==> src/logic/rv_pkg.sv <==
package rv_pkg;

  localparam int XLEN      = 32;
  localparam int MEM_WORDS = 256;  // both memories

  typedef logic [XLEN-1:0] word_t;
  typedef logic [4:0]      reg_addr_t;
  typedef logic [7:0]      mem_index_t;

  localparam word_t RESET_PC = 32'h0000_3000;

  localparam logic [6:0] OPC_OP     = 7'b0110011;
  localparam logic [6:0] OPC_OP_IMM = 7'b0010011;
  localparam logic [6:0] OPC_LOAD   = 7'b0000011;
  localparam logic [6:0] OPC_STORE  = 7'b0100011;
  localparam logic [6:0] OPC_AUIPC  = 7'b0010111;
  localparam logic [6:0] OPC_JAL    = 7'b1101111;
  localparam logic [6:0] OPC_BRANCH = 7'b1100011;

  localparam logic [2:0] F3_ADD_SUB = 3'b000;  // also addi
  localparam logic [2:0] F3_SLL     = 3'b001;
  localparam logic [2:0] F3_WORD    = 3'b010;  // lw and sw
  localparam logic [2:0] F3_BEQ     = 3'b000;
  localparam logic [2:0] F3_BLTU    = 3'b110;

  typedef enum logic [3:0] {
    op_nop, op_hold, op_add, op_sub, op_addi, op_slli,
    op_lw, op_sw, op_auipc, op_jal, op_beq, op_bltu
  } op_e;

  typedef struct packed {
    op_e       op;
    reg_addr_t rd;
    word_t     imm;
    logic      rf_we;
  } decode_t;

  typedef struct packed {
    word_t      y;           // alu or link value
    mem_index_t mem_index;
    word_t      store_data;
    word_t      next_pc;
  } exec_t;

  typedef struct packed {
    logic       en;
    mem_index_t addr;        // low 5 bits pick a register
    word_t      wdata;
    logic       we_imem;
    logic       we_dmem;
  } dbg_req_t;

  typedef struct packed {
    word_t rf_data;
    word_t imem_data;
    word_t dmem_data;
  } dbg_rsp_t;

endpackage

==> src/logic/reg_file.sv <==
`timescale 1ns/1ns

module reg_file (
  input  logic              clk_cpu,
  input  logic              rstn,
  input  rv_pkg::reg_addr_t rs1,
  input  rv_pkg::reg_addr_t rs2,
  input  rv_pkg::reg_addr_t dbg_addr,
  input  logic              we,
  input  rv_pkg::reg_addr_t rd,
  input  rv_pkg::word_t     wd,
  output rv_pkg::word_t     rd1,
  output rv_pkg::word_t     rd2,
  output rv_pkg::word_t     dbg_data
);

  rv_pkg::word_t regs [32];

  always_ff @(posedge clk_cpu or negedge rstn) begin
    if (!rstn) begin
      for (int i = 0; i < 32; i++) begin
        regs[i] <= '0;
      end
    end else if (we && rd != 5'd0) begin  // x0 stays zero
      regs[rd] <= wd;
    end
  end

  assign rd1      = regs[rs1];
  assign rd2      = regs[rs2];
  assign dbg_data = regs[dbg_addr];

  x0_reads_zero: assert property (
    @(posedge clk_cpu) disable iff (!rstn)
    rs1 == 5'd0 |-> rd1 == '0
  );

endmodule

==> config.mk <==
export PLATFORM = sky130hd
export DESIGN_NAME = reg_file
export DESIGN_NICKNAME = d
export VERILOG_FILES = /design/src/logic/rv_pkg.sv /design/src/logic/reg_file.sv
export SDC_FILE = /design/constraint.sdc
export NUM_CORES = 2
export LEC_CHECK = 0
export BUFFER_PORTS_ARGS = -buffer_cell sky130_fd_sc_hd__buf_2
export CELL_PAD_IN_SITES_DETAIL_PLACEMENT = 1
export CELL_PAD_IN_SITES_GLOBAL_PLACEMENT = 1
export CORE_UTILIZATION = 46
export DETAILED_ROUTE_END_ITERATION = 16
export GPL_ROUTABILITY_DRIVEN = 0
export MAX_ROUTING_LAYER = met4
export PLACE_DENSITY = 0.72
export SETUP_SLACK_MARGIN = 0.1
export SLEW_MARGIN = 20
export SYNTH_ARGS = -nofsm -noshare
export SYNTH_HDL_FRONTEND = slang
export SYNTH_SLANG_ARGS = --single-unit
export TNS_END_PERCENT = 50
==> constraint.sdc <==
create_clock -name clk_cpu -period 1.79 [get_ports clk_cpu]
set_clock_uncertainty 0.15 [all_clocks]
set_input_delay 0.2685 -clock clk_cpu [delete_from_list [all_inputs] [get_ports clk_cpu]]
set_output_delay 0.2685 -clock clk_cpu [all_outputs]
set_load 0.05 [all_outputs]
After elaboration in Yosys (flattened, before gate mapping)
Cells that the tools add are included.
W data, S select, Z words.
{"block": "totals", "ff_bits": 1024, "word_cells": 56, "out_inout_bits": 96}
{"block": "op_classes", "n_lt_le_gt_ge": 5, "n_bitwise": 4, "reduce_logical": 3, "mux": 12}
{"op": "$bwmux W1024", "count": 1}
{"op": "$bmux W32 S5", "count": 3}
{"op": "$mux W32", "count": 7}
{"op": "$demux W32 S5", "count": 1}
{"op": "$ge A6 B6 Y1 const B", "count": 4}
{"op": "$not A5 Y6", "count": 4}
{"op": "$lt A6 B1 Y1 const B", "count": 1}
{"op": "$reduce_bool A5 Y1", "count": 1}
{"op": "$logic_and A1 B1 Y1", "count": 2}

Depth between registers and ports, before layout
{"block": "depth", "ltp_word": 6, "ltp_mapped": 8, "mapped_depth_nobuf": 5}

Worst setup path before layout
Ideal clock, no wire load.
{"block": "synth_timing", "path_kind": "input to output", "start": "input dbg_addr[1]", "end": "output dbg_data[16]", "path_stages": 8, "arrival_ns": 1.793, "t_required_ns": 1.371, "slack_ns": -0.421, "n_path_buf": 4, "path_cell_list": "buf_2 buf_2 buf_4 buf_4 mux2i_1 a22oi_1 a31oi_1 nand3_1"}
{"block": "synth_via", "elab_chain_len": 4}
{"element": "start: declaration", "line": "reg_file.sv:8", "source": "input rv_pkg::reg_addr_t dbg_addr,"}
{"element": "$not A5 Y6 (not written as such)", "line": "reg_file.sv:31", "source": "assign dbg_data = regs[dbg_addr];"}
{"element": "$bmux W32 S5", "line": "reg_file.sv:31"}
{"element": "$mux W32 (not written as such) (2 in a row)", "line": "reg_file.sv:31"}
{"element": "end: declaration", "line": "reg_file.sv:14", "source": "output rv_pkg::word_t dbg_data"}
No other way between the ends. The select of a mux whose other input is x is not followed.

Worst setup path in the final report
{"block": "layout_timing", "start": "register regs[804] (netlist bit)", "end": "output rd2[4]"}
{"block": "layout_via", "elab_chain_len": 3}
{"element": "start: declaration", "line": "reg_file.sv:17", "source": "rv_pkg::word_t regs [32];"}
{"element": "start signal: indexed assignment", "line": "reg_file.sv:25", "source": "regs[rd] <= wd;"}
{"element": "$bmux W32 S5", "line": "reg_file.sv:30", "source": "assign rd2 = regs[rs2];"}
{"element": "$mux W32 (not written as such) (2 in a row)", "line": "reg_file.sv:30"}
{"element": "end: declaration", "line": "reg_file.sv:13", "source": "output rv_pkg::word_t rd2,"}
No other way between the ends. The select of a mux whose other input is x is not followed.

==> results.md <==
* Core Footprint at 138000 sq um
* Ys flop type: dfrtp_1
* Ys async rst share at 1.00
* CP endpoint kind: output port
* Final Hold Fails at 0
* Clk slew on worst S/H paths at 0.06 ns
* Fin. max-slew vios at 0
* Measured slew at the worst slew-check pin at 0.742 ns
* Post-synth EDFFs at 0
* Hold Path Class: in -> reg
* Clk Latency, worst-skew pair at 0.73 ns
* Multi-input gate area at 38200 sq um
* Detailed Routing Iterations Pass 1 at 5
* Final instance area at 80900 sq um
* Routed WL per cell at 33.2 microns
* CP bufs+invs at 3
* Clock Tree Root: clkbuf_16
* Most frequent cells after synthesis: mux2i_1, dfrtp_1, mux2_2
* Power Density at 1020 nW/um^2
* TNS Setup at -80.68 ns
* DP Worst Slack at -0.849 ns
* Peak supply drop at 0.850 mV
* CP startpoint kind: flip-flop
* Mapped Area at 64200 sq um
* # H-tree levels at 3
* Seq/Total Area, Yosys at 0.399
* Final setup margin at -1.13 ns
* Register area at 25600 sq um
* Max-cap violations at 0
* Failing checks: setup timing
* Mapped Cells at 5768
* Most common cell in the netlist: mux2i_1
* Period minus WS final at 2.92 ns
* GRT Resource Usage Total at 0.388
* Number of global-route vias before repair at 57300
* Detailed-route DRC error count at 0
* Die width at 376 microns
* Post-synth top area cell: dfrtp_1
* Average cell area after synthesis at 11.1 sq um
* Clk sinks at 1024
* P_leak at 38.3 nW
* Share of layout cells above drive strength 1 at 0.380
* Synth top area share at 0.399
* RSZ-0062 raised after global routing: yes
* Hold slack at 0.0250 ns
* DIE HEIGHT at 376 microns
* Most flops, register: regs
* Total grt overflow at 0
* Final setup viols at 96
* Critical Path, Cell by Cell: mux2i_1 -> a22o_1 -> nor3_2 -> a31oi_1 -> buf_4 -> nand3_2 -> buf_6 -> buf_8
* Crit path max fanout at 3
* Initial Utilization at 0.466
* Post-DP Area at 74600 sq um
* Top flop regs: regs x1024
* DP HPWL at 177 mm
* Number of CTS-inserted buffers at 119
* Routed Antenna Nets at 0
* WS Path Type: reg -> out
* Fillers at 13700
* Arr. time, crit path at 2.50 ns
* Crit-path max cell delay at 0.41 ns
* Synth unique cells at 29
* Row count at 136
* Worst rel slew slack at 0.505
* Critical Path Slowest Stage Cell: dfrtp_1
* Worst path required time at 1.37 ns
* CTS tree: built
* CP top delay family: buffers and inverters
* Syn_nets at 5823
* Final Cycle Share at 1.63
* Highest clock rate at 0.342 GHz
* Yosys warnings at 0
* # IOs at 151
* Area grow syn2layout at 25.9%
* Port bufs at 150
* First-pass GRT wire length at 397 mm
* Max reg flops at 1024
* First DRT Iteration DRCs at 5530
* Largest net degree at the start of global routing at 89
* Status: finished with violations
* Initial antenna violation count at 14
* Die area at 141000 sq um
* Vias per inst at 6.65
* Top cells by area, synth: dfrtp_1, mux2i_1, mux2_2
* Fin nets at 6257
* Clock Path Buffers at 3
* Synth Register Bits at 1024
* WL final at 272 mm
* Vias at 54400
-- cells by family after synthesis --
logic type	count (synthesis)	share of synthesized area
AOI/OAI and AO/OA	864	0.0916
and+or+nand+nor	747	0.0527
buffers and inverters	605	0.0435
muxes	2528	0.413
DFF	1024	0.399
-- path summary, 6_finish.rpt --
path	from	to	slack, ns	depth (start not counted)
max in group asynchronous	rstn	regs[845]	0.70	4
min in group asynchronous	rstn	regs[671]	0.04	3
max reg2reg	regs[776]	regs[776]	0.59	3
min	wd[27]	regs[763]	0.03	2
min reg2reg	regs[1011]	regs[1011]	0.26	0
max	regs[804]	rd2[4]	-1.13	8
-- cell type report --
class                   count  share of cell area
clock inverters            58              0.0112
well taps                1863              0.0288
multi-input cells        4139               0.472
flip-flops and latches   1024               0.317
diodes                      9            0.000278
repair buffers            918               0.129
clock buffers             162              0.0419
-- placed cells by master, fill, tap and decap left out, types with 54 or more instances in the layout --
| cell | instances |
|---|---|
| dfrtp_1 | 1021 |
| nand2_1 | 290 |
| mux2_2 | 982 |
| clkbuf_16 | 121 |
| nand3_4 | 69 |
| a22o_1 | 192 |
| a21oi_1 | 288 |
| nor3_2 | 74 |
| buf_6 | 54 |
| mux2i_1 | 1521 |
| buf_12 | 255 |
| nand3_1 | 201 |
| a22oi_1 | 285 |
| buf_4 | 513 |
-- through the flow --
| stage | util | std cells | total power, mW |
|---|---|---|---|
| floorplan | - | 5768 | 45.2 |
| detailed placement | 0.541 | 7907 | 53.3 |
| CTS | 0.583 | 8151 | 81.5 |
| finish | 0.586 | 8173 | 82.3 |
| global placement | 0.541 | 7907 | 52.1 |
| global route | 0.586 | 8172 | 85.0 |
-- repair_timing --
action	in CTS	in global routing
endpoints found under the setup margin	96	96
resized for setup	304	62
buffers inserted	17	15
pin swaps	99	89
hold endpoints to repair	1152	0
hold buffers	13	0
gates cloned	0	0
-- report_power, final --
part           internal [mW]  total, mW  switching (mW)
logic                   11.0       22.5            11.5
registers               27.5       32.6            5.09
clock network           16.4       27.2            10.8
-- metal layers --
metal | vias up | global-route usage | share of wire | wire, microns
li1 | 22400 | - | - | -
met1 | 28800 | 0.502 | 0.42 | 114000
met2 | 2507 | 0.592 | 0.46 | 126000
met3 | 703 | 0.0634 | 0.070 | 19100
met4 | 0 | 0.185 | 0.049 | 13400
met5 | - | - | 0 | 0
Power figures use the tool's default switching activity.
