`src/logic/rv_pkg.sv`:
```
package rv_pkg;

  localparam int XLEN      = 32;
  localparam int MEM_WORDS = 256;  // both memories

  typedef logic [XLEN-1:0] word_t;
  typedef logic [4:0]      reg_addr_t;
  typedef logic [7:0]      mem_index_t;

  localparam word_t RESET_PC = 32'h0000_3000;

  localparam logic [6:0] OPC_OP     = 7'b0110011;
  localparam logic [6:0] OPC_OP_IMM = 7'b0010011;
  localparam logic [6:0] OPC_LOAD   = 7'b0000011;
  localparam logic [6:0] OPC_STORE  = 7'b0100011;
  localparam logic [6:0] OPC_AUIPC  = 7'b0010111;
  localparam logic [6:0] OPC_JAL    = 7'b1101111;
  localparam logic [6:0] OPC_BRANCH = 7'b1100011;

  localparam logic [2:0] F3_ADD_SUB = 3'b000;  // also addi
  localparam logic [2:0] F3_SLL     = 3'b001;
  localparam logic [2:0] F3_WORD    = 3'b010;  // lw and sw
  localparam logic [2:0] F3_BEQ     = 3'b000;
  localparam logic [2:0] F3_BLTU    = 3'b110;

  typedef enum logic [3:0] {
    op_nop, op_hold, op_add, op_sub, op_addi, op_slli,
    op_lw, op_sw, op_auipc, op_jal, op_beq, op_bltu
  } op_e;

  typedef struct packed {
    op_e       op;
    reg_addr_t rd;
    word_t     imm;
    logic      rf_we;
  } decode_t;

  typedef struct packed {
    word_t      y;           // alu or link value
    mem_index_t mem_index;
    word_t      store_data;
    word_t      next_pc;
  } exec_t;

  typedef struct packed {
    logic       en;
    mem_index_t addr;        // low 5 bits pick a register
    word_t      wdata;
    logic       we_imem;
    logic       we_dmem;
  } dbg_req_t;

  typedef struct packed {
    word_t rf_data;
    word_t imem_data;
    word_t dmem_data;
  } dbg_rsp_t;

endpackage

```
`src/logic/instr_decode.sv`:
```
`timescale 1ns/1ns

module instr_decode (
  input  rv_pkg::word_t     instr,
  input  logic              dbg_en,
  output rv_pkg::reg_addr_t rs1,
  output rv_pkg::reg_addr_t rs2,
  output rv_pkg::decode_t   dec
);

  logic [6:0]    opcode;
  logic [2:0]    funct3;
  rv_pkg::word_t imm_i;
  rv_pkg::word_t imm_s;
  rv_pkg::word_t imm_b;
  rv_pkg::word_t imm_u;
  rv_pkg::word_t imm_j;
  rv_pkg::word_t shamt;
  rv_pkg::op_e   op;

  assign opcode = instr[6:0];
  assign funct3 = instr[14:12];
  assign rs1    = instr[19:15];
  assign rs2    = instr[24:20];

  assign imm_i = {{20{instr[31]}}, instr[31:20]};
  assign imm_s = {{20{instr[31]}}, instr[31:25], instr[11:7]};
  assign imm_b = {{20{instr[31]}}, instr[7], instr[30:25], instr[11:8], 1'b0};
  assign imm_u = {instr[31:12], 12'h000};
  assign imm_j = {{12{instr[31]}}, instr[19:12], instr[20], instr[30:21], 1'b0};
  assign shamt = {27'd0, instr[24:20]};

  always_comb begin
    op = rv_pkg::op_nop;  // anything unknown retires as nop
    case (opcode)
      rv_pkg::OPC_OP: begin
        if (funct3 == rv_pkg::F3_ADD_SUB) begin
          op = instr[30] ? rv_pkg::op_sub : rv_pkg::op_add;
        end
      end
      rv_pkg::OPC_OP_IMM: begin
        if (funct3 == rv_pkg::F3_ADD_SUB) begin
          op = rv_pkg::op_addi;
        end else if (funct3 == rv_pkg::F3_SLL) begin
          op = rv_pkg::op_slli;
        end
      end
      rv_pkg::OPC_LOAD: begin
        if (funct3 == rv_pkg::F3_WORD) begin
          op = rv_pkg::op_lw;
        end
      end
      rv_pkg::OPC_STORE: begin
        if (funct3 == rv_pkg::F3_WORD) begin
          op = rv_pkg::op_sw;
        end
      end
      rv_pkg::OPC_AUIPC: op = rv_pkg::op_auipc;
      rv_pkg::OPC_JAL:   op = rv_pkg::op_jal;
      rv_pkg::OPC_BRANCH: begin
        if (funct3 == rv_pkg::F3_BEQ) begin
          op = rv_pkg::op_beq;
        end else if (funct3 == rv_pkg::F3_BLTU) begin
          op = rv_pkg::op_bltu;
        end
      end
      default: op = rv_pkg::op_nop;
    endcase
  end

  always_comb begin
    dec.op    = op;
    dec.rd    = instr[11:7];
    dec.rf_we = op inside {rv_pkg::op_add, rv_pkg::op_sub, rv_pkg::op_addi,
                           rv_pkg::op_slli, rv_pkg::op_lw, rv_pkg::op_auipc,
                           rv_pkg::op_jal};
    case (op)
      rv_pkg::op_addi, rv_pkg::op_lw:   dec.imm = imm_i;
      rv_pkg::op_slli:                  dec.imm = shamt;
      rv_pkg::op_sw:                    dec.imm = imm_s;
      rv_pkg::op_auipc:                 dec.imm = imm_u;
      rv_pkg::op_jal:                   dec.imm = imm_j;
      rv_pkg::op_beq, rv_pkg::op_bltu:  dec.imm = imm_b;
      default:                          dec.imm = '0;
    endcase
    if (dbg_en) begin  // debug owns the machine
      dec.op    = rv_pkg::op_hold;
      dec.rf_we = 1'b0;
      dec.imm   = '0;
    end
  end

endmodule

```
`config.mk`:
```
export PLATFORM = sky130hd
export DESIGN_NAME = instr_decode
export DESIGN_NICKNAME = d
export VERILOG_FILES = /design/src/logic/rv_pkg.sv /design/src/logic/instr_decode.sv
export SDC_FILE = /design/constraint.sdc
export NUM_CORES = 1
export LEC_CHECK = 0
export BUFFER_PORTS_ARGS = -buffer_cell sky130_fd_sc_hd__buf_4
export CAP_MARGIN = 20
export CORE_MARGIN = 10
export CORE_UTILIZATION = 28
export DETAILED_ROUTE_END_ITERATION = 16
export PLACE_DENSITY = 0.73
export SLEW_MARGIN = 40
export SYNTH_ARGS = -nofsm -noshare
export SYNTH_HDL_FRONTEND = slang
export SYNTH_SLANG_ARGS = --single-unit
export TNS_END_PERCENT = 30
```
`constraint.sdc`:
```
create_clock -name vclk -period 2.65
set_input_delay 0.53 -clock vclk [all_inputs]
set_output_delay 0.53 -clock vclk [all_outputs]
set_load 0.05 [all_outputs]
```
**Word-level counts from Yosys, hierarchy flattened**

Cells that the tools add are included.
Widths: inputs -> output; s select.

- $add $sub $neg: 0
- Multipliers: 0
- Div/mod/pow operators: 0
- Order comparisons: 0
- Equality and inequality tests: 20
- Shift-type cells: 0
- Mux-type cells: 12
- Bitwise logic cells: 0
- Reduce and logical (&&, ||, !) cells: 4

Operators by type and width:

| cell | number |
|---|---|
| $pmux 32 s6 | 1 |
| $mux 33 | 1 |
| $pmux 4 s7 | 1 |
| $eq 4x3->1 const B | 4 |
| $eq 4x4->1 const B | 4 |
| $eq 7x5->1 const B | 2 |
| $eq 7x6->1 const B | 2 |
| $eq 7x7->1 const B | 2 |
| $mux 3 | 4 |
| $mux 4 | 3 |
| $eq 4x2->1 const B | 2 |
| $eq 7x2->1 const B | 1 |
| $reduce_bool 7->1 | 1 |
| $reduce_or 2->1 | 2 |
| $eq 3x1->1 const B | 1 |
| $eq 3x2->1 const B | 1 |
| $eq 3x3->1 const B | 1 |
| $logic_not 3->1 | 1 |
| $mux 2 | 1 |
| $mux 1 | 1 |

- Register bits: 0
- Bits in latches: 0
- Bits in writable memories: 0
- ROM bits: 0
- Input bits: 33
- Output and inout port bits: 52
- Word-level logic and storage cells: 36
- Memories kept: 0

**Longest topological paths before layout**

- Depth after elaboration: 8
- Mapped depth: 7
- Gate-level depth less buffers: 5

**Worst setup path after synthesis**

Ideal clock, no wire load.

- Path kind: input -> output
- From: input port instr[6]
- To: output port dec[14] (netlist bit)
- Data arrival time: 2.359 ns
- Data required time: 2.120 ns
- Slack: -0.239 ns
- Cell stages on the path: 6
- Buffers on the path: 2
- Cell sequence: buf_6 -> or4b_4 -> a21oi_4 -> o31ai_4 -> buf_6 -> a21oi_1

RTL lines:

| element | RTL line | text |
|---|---|---|
| start: declaration | instr_decode.sv:4 | `input rv_pkg::word_t instr,` |
| end: declaration | instr_decode.sv:8 | `output rv_pkg::decode_t dec` |

==> flow_summary.yaml <==
synth:
  synth_compound_area_frac: 0.377
  synth_cells: 138
  postSynthNetCount: 171
  synth.mux.area_fraction: 0
  syn_area_um2: 1040
  syn_avg_cell_area_um2: 7.53
  ys_warn_count: 0
  synthAdderAreaFrac: 0
  synthXorXnorAreaFrac: 0.0169
  main_combinational_cell_family_by_area_after_synthesis: "simple AND/OR/NAND/NOR gates"
  synth_simple_gate_area_frac: 0.404
  seq_area_frac_synth: 0
  post_synth_cell_types: 48
grt:
  grt_usage: 0.118
  grt_start_max_net_pins: 12
  grt_overflow: 0
  antenna_found_initial: 0
  grt_pass1_wl_mm: 6.50
  grt_pass1_vias: 1412
drt:
  drt_drc_violations_left: 0
  drt_first_iter_violations: 86
  ant_nets: 0
  first_pass_iters: 4
  via_count: 1337
  wirelength_mm: 4.35
  post_drt_via_cell_ratio: 4.95
  route.detailed.wl_per_inst_um: 16.1
floorplan:
  floorplan.die.width_um: 80.9
  die-area_um2: 6540
  starting_utilization_of_the_core_area: 0.286
  core-area_um2: 3630
  rows: 22
  num_io_pins: 85
  chipHeight_um: 80.9
sta:
  maxSlewViolCount: 0
  final_critical_path_time_including_i_o_delays_and_setup_ns: 2.66
  setup-tns-final_ns: -0.0720
  final_hold_viol_count: 0
  maxSlewHeadroom: 0.711
  worst_pin_slew_ns: 0.434
  final.hold.worst_slack_ns: 1.33
  worst_setup_slack_final_ns: -0.0122
  achievable-frequency_mhz: 376
  period_share: 1.00
  rsz0062_at_grt: "yes"
  timing.final.setup_violations: 9
cells_and_area:
  n_antenna_cell: 0
  share_of_cells_above_drive_strength_1: 0.662
  stdcell_count: 270
  final_net_count: 257
  area_growth_pct: 82.3
  num-clock-buffers: 0
  seq_cell_count: 0
  layout_common_cells: "sky130_fd_sc_hd__buf_4, sky130_fd_sc_hd__nand2_1, sky130_fd_sc_hd__buf_6, sky130_fd_sc_hd__a21oi_2"
  multi_input_area_um2: 891
  filler_cell_count: 355
  layout.area.seq_um2: 0
  layout.cells.most_common: "sky130_fd_sc_hd__buf_4"
  final_core_utilization: 0.521
pwr:
  power.static_leakage_nw: 0.789
  design_power_total_mw: 0.197
  cellPowerDensity_nw_per_um2: 104
  vdd_ir_drop_max_v: 0.0000694
clocking:
  holdBufCountCts: 0
critical_path:
  critical_path_peak_fanout: 6
  worst_ep_required_time_ns: 2.12
  worst-endpoint-arrival_ns: 2.13
  worstSetupStartpointType: "input pin"
  worst_path_max_delay_cell: "sky130_fd_sc_hd__and4bb_4"
  timing.critical_path.to_type: "output pin"
  max_stage_delay_ns: 0.37
  worst-setup-path-type: "in2out"
  worstPathCellList: "buf_8 -> and4bb_4 -> nand2b_4 -> nor4b_4 -> buf_4 -> o31a_1 -> and2_1 -> buf_6"
min_path:
  holdCritPathClass: "in2out"
placement:
  post-place-cells: 266
  gp_congestion: 0.886
  post-dp-hpwl_mm: 3.59
  port_buffers: 85
status:
  result_of_the_run: "finished, violations left"
  failed_checks: "negative setup slack"
flow_run:
  drv.max_cap_violation_count: 0
[metal layers]
layer	vias up	part of all wire	track usage
met1	622	0.36	0.125
li1	657	-	-
met5	-	0	0
met2	58	0.52	0.215
met3	0	0.12	0.0640
met4	0	0	0
[timing repair]
item,4_1_cts,5_1_grt
resized for setup,17,26
setup buffers,4,2
pin swaps,9,7
endpoints found under the setup margin,28,30
[area by class of cell]
class | instances | share of cell area
Inverter | 1 | 0.00198
Multi-Input combinational cell | 111 | 0.471
Tap cell | 48 | 0.0317
Timing Repair Buffer | 110 | 0.496
[synth_stat cells, types with 2 or more instances]
cell                        n  area, um^2
sky130_fd_sc_hd__a21oi_2   10        87.6
sky130_fd_sc_hd__nand2_1   21        78.8
sky130_fd_sc_hd__nor2b_1    2        12.5
sky130_fd_sc_hd__nand3b_1   2        15.0
sky130_fd_sc_hd__buf_6      5        56.3
sky130_fd_sc_hd__nor3b_1    2        15.0
sky130_fd_sc_hd__nand3_1    3        15.0
sky130_fd_sc_hd__o31a_1     2        17.5
sky130_fd_sc_hd__buf_4     18         135
sky130_fd_sc_hd__nor2_1    10        37.5
sky130_fd_sc_hd__and4bb_2   2        25.0
sky130_fd_sc_hd__and2_1     7        43.8
sky130_fd_sc_hd__a32o_1     4        40.0
sky130_fd_sc_hd__a21oi_1   13        65.1
sky130_fd_sc_hd__buf_2      3        15.0
sky130_fd_sc_hd__o21a_1     2        15.0
[metrics by stage]
step	cell area, um^2	setup WS, ns
after floorplan	1040	-0.239
after global placement	1690	-0.104
after detailed placement	1690	-0.119
after CTS	1770	-0.00825
after global routing	1890	-0.110
final	1890	-0.0122
[path summary, 6_finish.rpt]
check,from,to,slack (ns),depth (start not counted)
hold / removal,instr[15],rs1[0],1.33,2
setup / recovery,instr[3],dec[10],-0.01,8
[power by group]
part	internal, mW	switching, mW
Combinational	0.0850	0.112
Sequential	0	0
Clock	0	0
[cells by family (layout without fill, tap and decap cells)]
family	count (synthesis)	after routing
xor gates and xnor gates	2	2
AOI/OAI and AO/OA	45	45
buffers and inverters	27	111
and+or+nand+nor	64	64
[worst max-delay path, delay by kind of cell]
kind	cells	cell delay [ns]
and+or+nand+nor	4	0.92
AOI/OAI and AO/OA	1	0.24
buffers and inverters	3	0.44
(Power assumes the default switching activity.)
