--- config.mk ---
export PLATFORM = sky130hd
export DESIGN_NAME = alu_execute
export DESIGN_NICKNAME = d
export VERILOG_FILES = /design/src/logic/rv_pkg.sv /design/src/logic/alu_execute.sv
export SDC_FILE = /design/constraint.sdc
export NUM_CORES = 1
export LEC_CHECK = 0
export BUFFER_PORTS_ARGS = -buffer_cell sky130_fd_sc_hd__buf_2
export CORE_UTILIZATION = 25
export DETAILED_ROUTE_END_ITERATION = 7
export SYNTH_ARGS = -nofsm -noshare
export SYNTH_HDL_FRONTEND = slang
export SYNTH_SLANG_ARGS = --single-unit
--- constraint.sdc ---
create_clock -name vclk -period 3.7
set_clock_uncertainty 0.2 [all_clocks]
set_input_delay 0 -clock vclk [all_inputs]
set_output_delay 0 -clock vclk [all_outputs]
set_load 0.02 [all_outputs]
--- src/logic/rv_pkg.sv ---
package rv_pkg;

  localparam int XLEN      = 32;
  localparam int MEM_WORDS = 256;  // both memories

  typedef logic [XLEN-1:0] word_t;
  typedef logic [4:0]      reg_addr_t;
  typedef logic [7:0]      mem_index_t;

  localparam word_t RESET_PC = 32'h0000_3000;

  localparam logic [6:0] OPC_OP     = 7'b0110011;
  localparam logic [6:0] OPC_OP_IMM = 7'b0010011;
  localparam logic [6:0] OPC_LOAD   = 7'b0000011;
  localparam logic [6:0] OPC_STORE  = 7'b0100011;
  localparam logic [6:0] OPC_AUIPC  = 7'b0010111;
  localparam logic [6:0] OPC_JAL    = 7'b1101111;
  localparam logic [6:0] OPC_BRANCH = 7'b1100011;

  localparam logic [2:0] F3_ADD_SUB = 3'b000;  // also addi
  localparam logic [2:0] F3_SLL     = 3'b001;
  localparam logic [2:0] F3_WORD    = 3'b010;  // lw and sw
  localparam logic [2:0] F3_BEQ     = 3'b000;
  localparam logic [2:0] F3_BLTU    = 3'b110;

  typedef enum logic [3:0] {
    op_nop, op_hold, op_add, op_sub, op_addi, op_slli,
    op_lw, op_sw, op_auipc, op_jal, op_beq, op_bltu
  } op_e;

  typedef struct packed {
    op_e       op;
    reg_addr_t rd;
    word_t     imm;
    logic      rf_we;
  } decode_t;

  typedef struct packed {
    word_t      y;           // alu or link value
    mem_index_t mem_index;
    word_t      store_data;
    word_t      next_pc;
  } exec_t;

  typedef struct packed {
    logic       en;
    mem_index_t addr;        // low 5 bits pick a register
    word_t      wdata;
    logic       we_imem;
    logic       we_dmem;
  } dbg_req_t;

  typedef struct packed {
    word_t rf_data;
    word_t imem_data;
    word_t dmem_data;
  } dbg_rsp_t;

endpackage

--- src/logic/alu_execute.sv ---
`timescale 1ns/1ns

module alu_execute (
  input  rv_pkg::word_t   pc,
  input  rv_pkg::decode_t dec,
  input  rv_pkg::word_t   rd1,
  input  rv_pkg::word_t   rd2,
  output rv_pkg::exec_t   ex
);

  rv_pkg::word_t sum_imm;
  rv_pkg::word_t pc_plus4;
  rv_pkg::word_t pc_imm;
  logic          taken;

  assign sum_imm  = rd1 + dec.imm;  // addi result and memory address
  assign pc_plus4 = pc + 32'd4;
  assign pc_imm   = pc + dec.imm;

  always_comb begin
    ex.y  = '0;
    taken = 1'b0;
    case (dec.op)
      rv_pkg::op_add:   ex.y = rd1 + rd2;
      rv_pkg::op_sub:   ex.y = rd1 - rd2;
      rv_pkg::op_addi:  ex.y = sum_imm;
      rv_pkg::op_slli:  ex.y = rd1 << dec.imm[4:0];
      rv_pkg::op_auipc: ex.y = pc_imm;
      rv_pkg::op_jal: begin
        ex.y  = pc_plus4;  // link
        taken = 1'b1;
      end
      rv_pkg::op_beq:   taken = (rd1 == rd2);
      rv_pkg::op_bltu:  taken = (rd1 < rd2);  // word_t is unsigned
      default:          ex.y = '0;
    endcase

    if (dec.op == rv_pkg::op_hold) begin
      ex.next_pc = pc;
    end else begin
      ex.next_pc = taken ? pc_imm : pc_plus4;
    end
    ex.mem_index  = sum_imm[9:2];
    ex.store_data = rd2;
  end

endmodule

# --- Yosys cells after proc, flatten, opt, wreduce, memory -nomap -nowiden ---
# Index checks and enable logic that the tools add are counted.
totals:
  reg_bits: 0
  latchBits: 0
  ramBits: 0
  romBits: 0
  input_bits: 138
  output_inout_bits: 104
  elab_cells: 21
  memories: 0
op_classes:
  addsub: 5
  mul: 0
  div_mod_pow: 0
  order_cmp: 1
  eq_ne: 10
  shifts: 1
  muxes: 4
  bitwise_logic: 0
  reduce_logical: 0
ops:
  columns: ["op", "count"]
  rows:
  - ["32-bit one-hot mux with 6 select lines", 1]
  - ["32-bit adder", 3]
  - ["32-bit two-way mux", 2]
  - ["32-bit by 3-bit adder with 32-bit output, second input constant", 1]
  - ["32-bit equality test", 1]
  - ["32-bit less-than comparator", 1]
  - ["32-bit by 5-bit << shifter with 32-bit output", 1]
  - ["32-bit subtractor", 1]
  - ["4-bit equality test, second input constant", 4]
  - ["4-bit by 2-bit equality test with 1-bit output, second input constant", 2]
  - ["4-bit by 3-bit equality test with 1-bit output, second input constant", 2]
  - ["4-bit by 1-bit equality test with 1-bit output, second input constant", 1]
  - ["1-bit one-hot mux with 3 select lines", 1]

# --- Depth between registers and ports, before layout ---
# Gate-level depths: netlist of run 1.
logic_depth:
  depth_word: 4
  mapped_depth: 15
  depth_no_buf: 13

# --- Worst setup path after synthesis of run 1 ---
# No wires, ideal clock.
synth_timing:
  path_kind: "input-to-output"
  start: "in rd2[27]"
  end: "out ex[18] (netlist bit)"
  arrival_ns: 2.687
  required_time_ns: 3.500
  slack_ns: 0.813
  stages: 14
  n_path_buf: 3
  cell_sequence: "inv_1 ha_1 buf_2 a21oi_2 inv_1 or3_1 a2111oi_2 a21oi_2 a21o_1 buf_6 buf_6 o21ai_1 a21oi_1 a311oi_1"
synth_lines:
  columns: ["item", "line_no", "source"]
  rows:
  - ["start, declared", "alu_execute.sv:7", "input rv_pkg::word_t rd2,"]
  - ["end, declared", "alu_execute.sv:8", "output rv_pkg::exec_t ex"]

==> impl_metrics.prom, run 1 <==
# TYPE chip_impl_metric gauge
chip_impl_info{name="status",value="finished clean"} 1
chip_impl_metric{name="nFlopsAndLatches",unit=""} 0
chip_impl_metric{name="grt_pass1_wl",unit="um"} 77800
chip_impl_metric{name="cp_slowest_stage_delay",unit="ns"} 0.54
chip_impl_metric{name="gp_routability_congestion",unit=""} 0.9943
chip_impl_metric{name="dr_total_vias",unit=""} 13950
chip_impl_metric{name="placementRows",unit=""} 77
chip_impl_metric{name="detailedRoute.firstIterationViolations",unit=""} 1542
chip_impl_metric{name="timing.setup.tns",unit="ns"} 0
chip_impl_metric{name="area_growth_syn_to_layout",unit="%"} 16.05
chip_impl_metric{name="synth_top_cell_area_share",unit="%"} 14.23
chip_impl_metric{name="dp.final_hpwl",unit="um"} 44470
chip_impl_metric{name="area_share_of_xor_xnor_cells_in_the_synthesized_design",unit="%"} 8.785
chip_impl_metric{name="slew_viol_final",unit=""} 0
chip_impl_metric{name="fraction_of_the_core_area_covered_by_cells_at_the_end_of_the_flow",unit="%"} 29.37
chip_impl_metric{name="timing_worst_slew_pin_value",unit="ns"} 0.8289
chip_impl_metric{name="via_count_of_the_first_global_routing_pass",unit=""} 12750
chip_impl_metric{name="fp.coreArea",unit="um^2"} 44120
chip_impl_metric{name="synth_cell_type_count",unit=""} 86
chip_impl_info{name="ys_top_cells_by_area",value="sky130_fd_sc_hd__ha_1 14%, sky130_fd_sc_hd__a21oi_1 8.8%, sky130_fd_sc_hd__xnor2_1 6.3%, sky130_fd_sc_hd__o21ai_0 5.2%, sky130_fd_sc_hd__nand2_1 4.8%"} 1
chip_impl_metric{name="fin_crit_sh",unit="%"} 96.92
chip_impl_metric{name="floorplan.die.width",unit="um"} 213.3
chip_impl_metric{name="yosys-mux-area-fraction",unit="%"} 8.281
chip_impl_metric{name="yosys.area_share.adder",unit="%"} 14.95
chip_impl_metric{name="drtPass1Iterations",unit=""} 6
chip_impl_metric{name="yosys.area_share.simple",unit="%"} 22.40
chip_impl_metric{name="seqCellArea",unit="um^2"} 0
chip_impl_metric{name="drt_wl_total",unit="um"} 52910
chip_impl_metric{name="route.antenna.remaining_nets",unit=""} 0
chip_impl_metric{name="hold_viol",unit=""} 0
chip_impl_metric{name="crit_fanout",unit=""} 6
chip_impl_metric{name="mappedNetlistArea",unit="um^2"} 11170
chip_impl_info{name="critPathLaunchType",value="input port"} 1
chip_impl_metric{name="grt_antenna_before_repair",unit=""} 2
chip_impl_metric{name="detail_route.vias_per_cell",unit=""} 5.700
chip_impl_metric{name="grt_overflow_total",unit=""} 0
chip_impl_metric{name="timing.critical_path.arrival",unit="ns"} 3.39
chip_impl_metric{name="wire_per_inst",unit="um"} 21.61
chip_impl_info{name="final_common_cell",value="sky130_fd_sc_hd__buf_2"} 1
chip_impl_metric{name="grt_usage",unit="%"} 22.27
chip_impl_metric{name="synth-compound-area-share",unit="%"} 36.04
chip_impl_metric{name="layout.nets",unit=""} 2126
chip_impl_metric{name="post_synth.cell_area_avg",unit="um^2"} 6.678
chip_impl_metric{name="numPortBuffers",unit=""} 236
chip_impl_info{name="crit_path_cell_chain",value="buf_2, buf_4, ha_1, fa_1, a211o_1, o211ai_1, a211o_1, nand2_1, a2111oi_4, buf_4, xor2_1, o21ai_0, a21oi_1, o21ai_1, buf_2"} 1
chip_impl_metric{name="mappedNetlistNets",unit=""} 1941
chip_impl_metric{name="grt_start_max_net_pins",unit=""} 47
chip_impl_metric{name="post-route-min-period",unit="ns"} 3.586
chip_impl_metric{name="maxCapViolCount",unit=""} 0
chip_impl_metric{name="die_h",unit="um"} 213.3
chip_impl_info{name="timing_worst_setup_path_type",value="input port to output pin"} 1
chip_impl_metric{name="worst_hold_path.num_cells",unit=""} 2
chip_impl_info{name="cpMaxStageDelayCell",value="sky130_fd_sc_hd__a2111oi_4"} 1
chip_impl_metric{name="clock_buffer_count",unit=""} 0
chip_impl_metric{name="die-area",unit="um^2"} 45510
chip_impl_metric{name="critPathBufInv",unit=""} 4
chip_impl_info{name="mostFrequentLayoutCells",value="236 x sky130_fd_sc_hd__buf_2, 196 x sky130_fd_sc_hd__a21oi_1, 144 x sky130_fd_sc_hd__nand2_1"} 1
chip_impl_metric{name="slew-limit-headroom",unit="%"} 44.54
chip_impl_metric{name="synthesis.instances",unit=""} 1672
chip_impl_metric{name="final-setup-viol-count",unit=""} 0
chip_impl_metric{name="initial_utilization",unit="%"} 25.30
chip_impl_metric{name="cp.required",unit="ns"} 3.50
chip_impl_metric{name="drt_drc_violations_left",unit=""} 0
chip_impl_metric{name="yosys_warnings",unit=""} 0
chip_impl_metric{name="path_depth",unit=""} 15
chip_impl_metric{name="share_of_post_route_cells_with_drive_strength_above_1",unit="%"} 19.73
chip_impl_info{name="min_delay_worst_type",value="input port to output pin"} 1
chip_impl_metric{name="register_area_share_after_synthesis",unit="%"} 0
chip_impl_metric{name="fmax",unit="MHz"} 278.9
chip_impl_info{name="crit_path_end_kind",value="output pin"} 1
chip_impl_metric{name="cts-hold-fix-buffers",unit=""} 0
chip_impl_info{name="synth_largest_area_cell",value="sky130_fd_sc_hd__ha_1"} 1
chip_impl_info{name="critical_path.top_delay_family",value="compound AO/OA/AOI/OAI gates"} 1
chip_impl_info{name="combinational_family_with_the_most_area_after_synthesis",value="compound AO/OA/AOI/OAI gates"} 1
chip_impl_metric{name="pin_count",unit=""} 242
chip_impl_metric{name="timing.hold.ws",unit="ns"} 0.04178
## cells by family after synthesis
kind of cell	Yosys count
AOI/OAI and AO/OA	615
xor gates and xnor gates	112
adders and majority gates	131
buffers and inverters	215
muxes	76
and+or+nand+nor	523
## worst paths after layout
| check | slack [ns] | endpoint | start |
|---|---|---|---|
| max | 0.11 | ex[94] | rd1[0] |
| min | 0.04 | ex[63] | rd2[31] |
## cell usage after synthesis, types with 32 or more instances
library cell / n
sky130_fd_sc_hd__mux2i_1: 53
sky130_fd_sc_hd__nor2_1: 129
sky130_fd_sc_hd__ha_1: 127
sky130_fd_sc_hd__o21ai_0: 115
sky130_fd_sc_hd__nand3_1: 62
sky130_fd_sc_hd__xnor2_1: 80
sky130_fd_sc_hd__nand2_1: 144
sky130_fd_sc_hd__xor2_1: 32
sky130_fd_sc_hd__clkbuf_1: 50
sky130_fd_sc_hd__a21oi_1: 197
sky130_fd_sc_hd__buf_4: 33
sky130_fd_sc_hd__nor3_1: 47
sky130_fd_sc_hd__inv_1: 89
sky130_fd_sc_hd__a21o_1: 42
## area by class of cell
cell class	instances	area [um^2]
Timing Repair Buffer	303	1709
Antenna cell	1	2.502
Tap cell	592	740.7
Inverter	95	356.6
Fill cell	5027	31170
Multi-Input combinational cell	1457	10150
## stage by stage
step / setup WS [ns] / cells / cell area [um^2]
after CTS: 0.06404 / 2446 / 12910
after detailed placement: 0.07702 / 2446 / 12910
after global placement: 0.1092 / 2446 / 12910
after floorplan: 0.8134 / 1672 / 11170
final: 0.1140 / 2448 / 12960
after global routing: -0.01775 / 2447 / 12950
## timing repair
action / in CTS / in global routing
resized for setup: 0 / 7
setup buffers: 0 / 1
endpoints found under the setup margin: 0 / 5
## per-layer routing
metal / part of all wire, % / up-vias / global-route usage [%]
met1: 44 / 6577 / 31.12
met2: 44 / 671 / 35.57
met5: 0.015 / - / 0
met4: 3.5 / 2 / 6.650
met3: 7.6 / 104 / 2.665
li1: - / 6600 / -
==> run 2, diff against run 1 <==
Settings changed: GPL_ROUTABILITY_DRIVEN from default to 0.
Clock period 3.7 ns to 3 ns, I/O delays scaled along.
==> impl_metrics.prom, run 2 (same netlist as run 1, synthesis figures left out) <==
# TYPE chip_impl_metric gauge
chip_impl_metric{name="placementRows",unit=""} 77
chip_impl_metric{name="total_leakage_power",unit="nW"} 7.670
chip_impl_info{name="violations",value="negative setup slack"} 1
chip_impl_info{name="final_common_cell",value="sky130_fd_sc_hd__buf_4"} 1
chip_impl_metric{name="area_growth_syn_to_layout",unit="%"} 52.94
chip_impl_metric{name="cts-hold-fix-buffers",unit=""} 0
chip_impl_metric{name="die_h",unit="um"} 213.3
chip_impl_metric{name="multi_input_comb_area",unit="um^2"} 11490
chip_impl_metric{name="slew_viol_final",unit=""} 0
chip_impl_metric{name="grt_overflow_total",unit=""} 0
chip_impl_metric{name="clock_buffer_count",unit=""} 0
chip_impl_metric{name="grt_usage",unit="%"} 23.73
chip_impl_metric{name="detailedRoute.firstIterationViolations",unit=""} 2179
chip_impl_metric{name="route.antenna.remaining_nets",unit=""} 0
chip_impl_metric{name="timing_worst_slew_pin_value",unit="ns"} 0.7727
chip_impl_metric{name="floorplan.die.width",unit="um"} 213.3
chip_impl_info{name="crit_path_end_kind",value="output pin"} 1
chip_impl_metric{name="nFlopsAndLatches",unit=""} 0
chip_impl_metric{name="wire_per_inst",unit="um"} 21.18
chip_impl_info{name="min_delay_worst_type",value="input port to output pin"} 1
chip_impl_metric{name="detail_route.vias_per_cell",unit=""} 5.681
chip_impl_metric{name="crit_fanout",unit=""} 3
chip_impl_metric{name="drtPass1Iterations",unit=""} 8
chip_impl_metric{name="final.fill_count",unit=""} 4656
chip_impl_metric{name="hold_viol",unit=""} 0
chip_impl_info{name="timing_worst_setup_path_type",value="input port to output pin"} 1
chip_impl_metric{name="fraction_of_the_core_area_covered_by_cells_at_the_end_of_the_flow",unit="%"} 38.70
chip_impl_metric{name="final_cell_area",unit="um^2"} 17080
chip_impl_metric{name="pin_count",unit=""} 242
chip_impl_metric{name="fin_crit_sh",unit="%"} 108.4
chip_impl_metric{name="grt_pass1_wl",unit="um"} 84010
chip_impl_metric{name="seqCellArea",unit="um^2"} 0
chip_impl_metric{name="fp.coreArea",unit="um^2"} 44120
chip_impl_metric{name="final_critical_path_setup_slack",unit="ns"} -0.2523
chip_impl_info{name="critPathLaunchType",value="input port"} 1
chip_impl_metric{name="dr_total_vias",unit=""} 15670
chip_impl_metric{name="die-area",unit="um^2"} 45510
chip_impl_metric{name="design_power_total",unit="mW"} 3.829
chip_impl_metric{name="worst_ir_drop_vdd",unit="V"} 0.0001306
chip_impl_metric{name="layout.nets",unit=""} 2437
chip_impl_metric{name="timing.hold.ws",unit="ns"} 0.03630
chip_impl_metric{name="drt_wl_total",unit="um"} 58420
chip_impl_metric{name="cp.required",unit="ns"} 2.80
chip_impl_metric{name="grt_antenna_before_repair",unit=""} 1
chip_impl_metric{name="timing.critical_path.arrival",unit="ns"} 3.05
chip_impl_metric{name="placed_cell_area",unit="um^2"} 15010
chip_impl_metric{name="antenna_cells",unit=""} 0
chip_impl_metric{name="cellPowerDensity",unit="nW/um^2"} 224.2
chip_impl_metric{name="dp.final_hpwl",unit="um"} 47320
chip_impl_metric{name="numPortBuffers",unit=""} 236
chip_impl_metric{name="post-route-min-period",unit="ns"} 3.252
chip_impl_metric{name="drt_drc_violations_left",unit=""} 0
chip_impl_info{name="status",value="finished, violations left"} 1
chip_impl_metric{name="share_of_post_route_cells_with_drive_strength_above_1",unit="%"} 39.38
chip_impl_metric{name="via_count_of_the_first_global_routing_pass",unit=""} 14610
chip_impl_metric{name="grt_start_max_net_pins",unit=""} 47
chip_impl_metric{name="slew-limit-headroom",unit="%"} 47.95
chip_impl_info{name="setup_repair_after_global_routing_missed_its_margin",value="yes"} 1
chip_impl_info{name="mostFrequentLayoutCells",value="370 x sky130_fd_sc_hd__buf_4, 186 x sky130_fd_sc_hd__buf_2, 159 x sky130_fd_sc_hd__a21oi_1"} 1
chip_impl_metric{name="maxCapViolCount",unit=""} 0
chip_impl_metric{name="final-setup-viol-count",unit=""} 38
chip_impl_metric{name="fmax",unit="MHz"} 307.5
chip_impl_metric{name="initial_utilization",unit="%"} 25.30
==> run 2: final timing paths <==
kind | endpoint | cells past startpoint | start | slack, ns
hold / removal | ex[63] | 2 | rd2[31] | 0.04
setup / recovery | ex[98] | 18 | rd1[0] | -0.25
==> run 2: worst max-delay path: stages <==
cell	delay (ns)
sky130_fd_sc_hd__buf_6	0.10
sky130_fd_sc_hd__buf_6	0.11
sky130_fd_sc_hd__inv_4	0.04
sky130_fd_sc_hd__ha_4	0.12
sky130_fd_sc_hd__fa_2	0.23
sky130_fd_sc_hd__nor2b_4	0.05
sky130_fd_sc_hd__o31a_1	0.29
sky130_fd_sc_hd__o31ai_2	0.22
sky130_fd_sc_hd__o211ai_2	0.21
sky130_fd_sc_hd__buf_4	0.18
sky130_fd_sc_hd__a21o_1	0.22
sky130_fd_sc_hd__a211oi_4	0.26
sky130_fd_sc_hd__buf_6	0.15
sky130_fd_sc_hd__nor2_4	0.03
sky130_fd_sc_hd__a2111oi_4	0.36
sky130_fd_sc_hd__xnor2_2	0.11
sky130_fd_sc_hd__o211ai_2	0.20
sky130_fd_sc_hd__buf_6	0.15
==> run 2: where the power goes <==
part / total [mW] / switching (mW) / internal (mW)
sequential: 0 / 0 / 0
clock: 0 / 0 / 0
combinational: 3.83 / 2.18 / 1.65
total: 3.83 / 2.18 / 1.65
==> run 2: routing by layer <==
metal  up-vias  GRT usage [%]  part of all wire (%)
li1       7221              -                     -
met1      7321          31.64                    40
met2       966          38.76                    45
met3       159          3.046                    10
met4         2          8.990                   4.6
met5         -              0                 0.029
==> run 2: per-stage QoR <==
| step | std cells | TNS, ns | setup WS (ns) |
|---|---|---|---|
| 2_1_floorplan | 1672 | 0 | 0.1134 |
| 3_3_place_gp | 2719 | -10.75 | -0.4678 |
| 3_5_place_dp | 2719 | -12.60 | -0.4865 |
| 4_1_cts | 2737 | -3.610 | -0.1721 |
| 5_1_grt | 2758 | -8.368 | -0.3507 |
| 6_report | 2758 | -5.231 | -0.2523 |
==> run 2: final cells by class <==
type	instances	share of cell area [%]
timing repair buffer	614	26.27
multi-input combinational	1457	67.27
tap	592	4.338
inverter	95	2.118
==> run 2: repair_timing <==
item / 4_1_cts / 5_1_grt
gates cloned: 2 / 2
pin swaps: 59 / 102
endpoints found under the setup margin: 51 / 52
resized for setup: 171 / 205
buffers inserted: 16 / 28
No activity file was read; power rests on OpenSTA's default activity.
==> run 3, diff against run 2 <==
Settings changed: BUFFER_PORTS_ARGS -buffer_cell sky130_fd_sc_hd__buf_2 to default, DONT_BUFFER_PORTS from default to 1, SKIP_LAST_GASP from default to 1, SLEW_MARGIN from default to 30.
==> impl_metrics.prom, run 3 (same netlist as run 1, synthesis figures left out) <==
# TYPE chip_impl_metric gauge
chip_impl_metric{name="crit_fanout",unit=""} 39
chip_impl_metric{name="worst_ir_drop_vdd",unit="V"} 0.0001264
chip_impl_metric{name="die-area",unit="um^2"} 45510
chip_impl_metric{name="placed_cells_incl_taps",unit=""} 2358
chip_impl_metric{name="area_growth_syn_to_layout",unit="%"} 25.65
chip_impl_metric{name="share_comb_of_total_power",unit="%"} 100.0
chip_impl_metric{name="layout.nets",unit=""} 2090
chip_impl_metric{name="seqPwrFrac",unit="%"} 0
chip_impl_info{name="worstSetupEndpoint",value="ex[96]"} 1
chip_impl_metric{name="fin_crit_sh",unit="%"} 101.5
chip_impl_info{name="final_common_cell",value="sky130_fd_sc_hd__buf_4"} 1
chip_impl_metric{name="critPathBufInv",unit=""} 3
chip_impl_metric{name="initial_utilization",unit="%"} 25.30
chip_impl_info{name="min_delay_worst_type",value="input port to output pin"} 1
chip_impl_info{name="timing_worst_setup_path_type",value="input port to output pin"} 1
chip_impl_metric{name="grt_start_max_net_pins",unit=""} 50
chip_impl_metric{name="p_int",unit="mW"} 1.291
chip_impl_info{name="critical_path.top_delay_family",value="compound AO/OA/AOI/OAI gates"} 1
chip_impl_metric{name="clock_buffer_count",unit=""} 0
chip_impl_metric{name="final-setup-viol-count",unit=""} 1
chip_impl_metric{name="fraction_of_the_core_area_covered_by_cells_at_the_end_of_the_flow",unit="%"} 31.80
chip_impl_metric{name="hold_viol",unit=""} 0
chip_impl_metric{name="drtPass1Iterations",unit=""} 8
chip_impl_metric{name="dp.final_hpwl",unit="um"} 43890
chip_impl_info{name="mostFrequentLayoutCells",value="217 x sky130_fd_sc_hd__buf_4, 181 x sky130_fd_sc_hd__a21oi_1, 141 x sky130_fd_sc_hd__nand2_1"} 1
chip_impl_metric{name="placed_cell_area",unit="um^2"} 12860
chip_impl_metric{name="grt_antenna_before_repair",unit=""} 0
chip_impl_metric{name="drt_drc_violations_left",unit=""} 0
chip_impl_metric{name="share_of_post_route_cells_with_drive_strength_above_1",unit="%"} 20.67
chip_impl_info{name="violations",value="negative setup slack"} 1
chip_impl_info{name="crit_path_cell_chain",value="ha_2, fa_2, a211o_1, o211ai_1, a211o_1, nand2_2, a2111oi_4, buf_4, inv_2, a21oi_4, and3b_1, o21ai_1, o211ai_1, buf_4"} 1
chip_impl_metric{name="total_leakage_power",unit="nW"} 5.891
chip_impl_metric{name="cp_slowest_stage_delay",unit="ns"} 0.37
chip_impl_metric{name="dpl_worst_slack",unit="ns"} -0.3610
chip_impl_metric{name="sw_frac_of_total",unit="%"} 57.49
chip_impl_info{name="critPathLaunch",value="dec[1]"} 1
chip_impl_metric{name="fp.coreArea",unit="um^2"} 44120
chip_impl_metric{name="cp.required",unit="ns"} 2.80
chip_impl_metric{name="via_count_of_the_first_global_routing_pass",unit=""} 12830
chip_impl_metric{name="drt_wl_total",unit="um"} 53220
chip_impl_metric{name="grt_pass1_wl",unit="um"} 76890
chip_impl_metric{name="grt_overflow_total",unit=""} 0
chip_impl_metric{name="nFlopsAndLatches",unit=""} 0
chip_impl_metric{name="path_depth",unit=""} 14
chip_impl_metric{name="wire_per_inst",unit="um"} 22.07
chip_impl_info{name="timing.hold.worst.start",value="pc[19]"} 1
chip_impl_info{name="critPathLaunchType",value="input port"} 1
chip_impl_metric{name="final_critical_path_setup_slack",unit="ns"} -0.04515
chip_impl_metric{name="detail_route.vias_per_cell",unit=""} 5.883
chip_impl_metric{name="layout_cells_excl_fill",unit=""} 2412
chip_impl_metric{name="final.fill_count",unit=""} 4846
chip_impl_metric{name="floorplan.die.width",unit="um"} 213.3
chip_impl_metric{name="grt_usage",unit="%"} 21.87
chip_impl_metric{name="power.share.clock",unit="%"} 0
chip_impl_metric{name="fmax",unit="MHz"} 328.4
chip_impl_metric{name="final_cell_area",unit="um^2"} 14030
chip_impl_metric{name="numPortBuffers",unit=""} 0
chip_impl_metric{name="timing_worst_slew_pin_value",unit="ns"} 0.9197
chip_impl_info{name="cpMaxStageDelayCell",value="sky130_fd_sc_hd__fa_2"} 1
chip_impl_metric{name="maxCapViolCount",unit=""} 0
chip_impl_metric{name="switching_pwr",unit="mW"} 1.747
chip_impl_metric{name="dr_total_vias",unit=""} 14190
chip_impl_metric{name="slew_viol_final",unit=""} 0
chip_impl_info{name="crit_path_end_kind",value="output pin"} 1
chip_impl_metric{name="timing.critical_path.arrival",unit="ns"} 2.85
chip_impl_metric{name="cellPowerDensity",unit="nW/um^2"} 216.6
chip_impl_metric{name="die_h",unit="um"} 213.3
chip_impl_info{name="status",value="finished, violations left"} 1
chip_impl_metric{name="detailedRoute.firstIterationViolations",unit=""} 1910
chip_impl_metric{name="post-route-min-period",unit="ns"} 3.045
chip_impl_metric{name="route.antenna.remaining_nets",unit=""} 0
chip_impl_metric{name="seqCellArea",unit="um^2"} 0
chip_impl_info{name="setup_repair_after_global_routing_missed_its_margin",value="yes"} 1
chip_impl_metric{name="pin_count",unit=""} 242
chip_impl_metric{name="placementRows",unit=""} 77
chip_impl_metric{name="slew-limit-headroom",unit="%"} 38.46
==> run 3: metal layers <==
layer / up-vias / GRT usage (%) / share of wire (%)
li1: 6553 / - / -
met4: 0 / 5.616 / 3.2
met2: 912 / 35.22 / 45
met5: - / 0 / 0
met1: 6610 / 28.12 / 39
met3: 116 / 6.752 / 13
==> run 3: stage by stage <==
stage	power, mW	TNS [ns]	hold slack (ns)
finish	3.038	-0.04515	0.01308
global route	3.239	-1.011	0.02907
global placement	2.644	-2.584	-0.1998
floorplan	1.868	0	-0.08741
detailed placement	2.674	-3.526	-0.1998
CTS	2.823	-0.07367	0.01878
==> run 3: area by class of cell <==
| type | count | area [um^2] | area share [%] |
|---|---|---|---|
| Inverter | 95 | 371.6 | 2.649 |
| Multi-Input combinational cell | 1457 | 10700 | 76.24 |
| Antenna cell | 1 | 2.502 | 0.01784 |
| Tap cell | 592 | 740.7 | 5.280 |
| Timing Repair Buffer | 267 | 2218 | 15.81 |
==> run 3: worst min path at each step <==
stage / end / depth (start not counted)
after floorplan: ex[32] / 1
after global placement: ex[49] / 0
after detailed placement: ex[46] / 0
after CTS: ex[19] / 2
after global routing: ex[19] / 2
final: ex[19] / 2
==> run 3: power groups by stage <==
| stage | clock, mW | sequential [mW] | combinational (mW) |
|---|---|---|---|
| 2_1_floorplan | 0 | 0 | 1.87 |
| 5_1_grt | 0 | 0 | 3.24 |
| 3_3_place_gp | 0 | 0 | 2.64 |
| 4_1_cts | 0 | 0 | 2.82 |
| 6_report | 0.0000000450 | 0 | 3.04 |
| 3_5_place_dp | 0 | 0 | 2.67 |
==> run 3: what timing repair did <==
action / CTS / global route
setup endpoints to repair: 28 / 45
endpoints found under the hold margin: 34 / 0
pin swaps: 12 / 54
buffers inserted: 4 / 13
hold buffers: 34 / 0
gates resized for setup: 39 / 95
gates cloned: 1 / 1
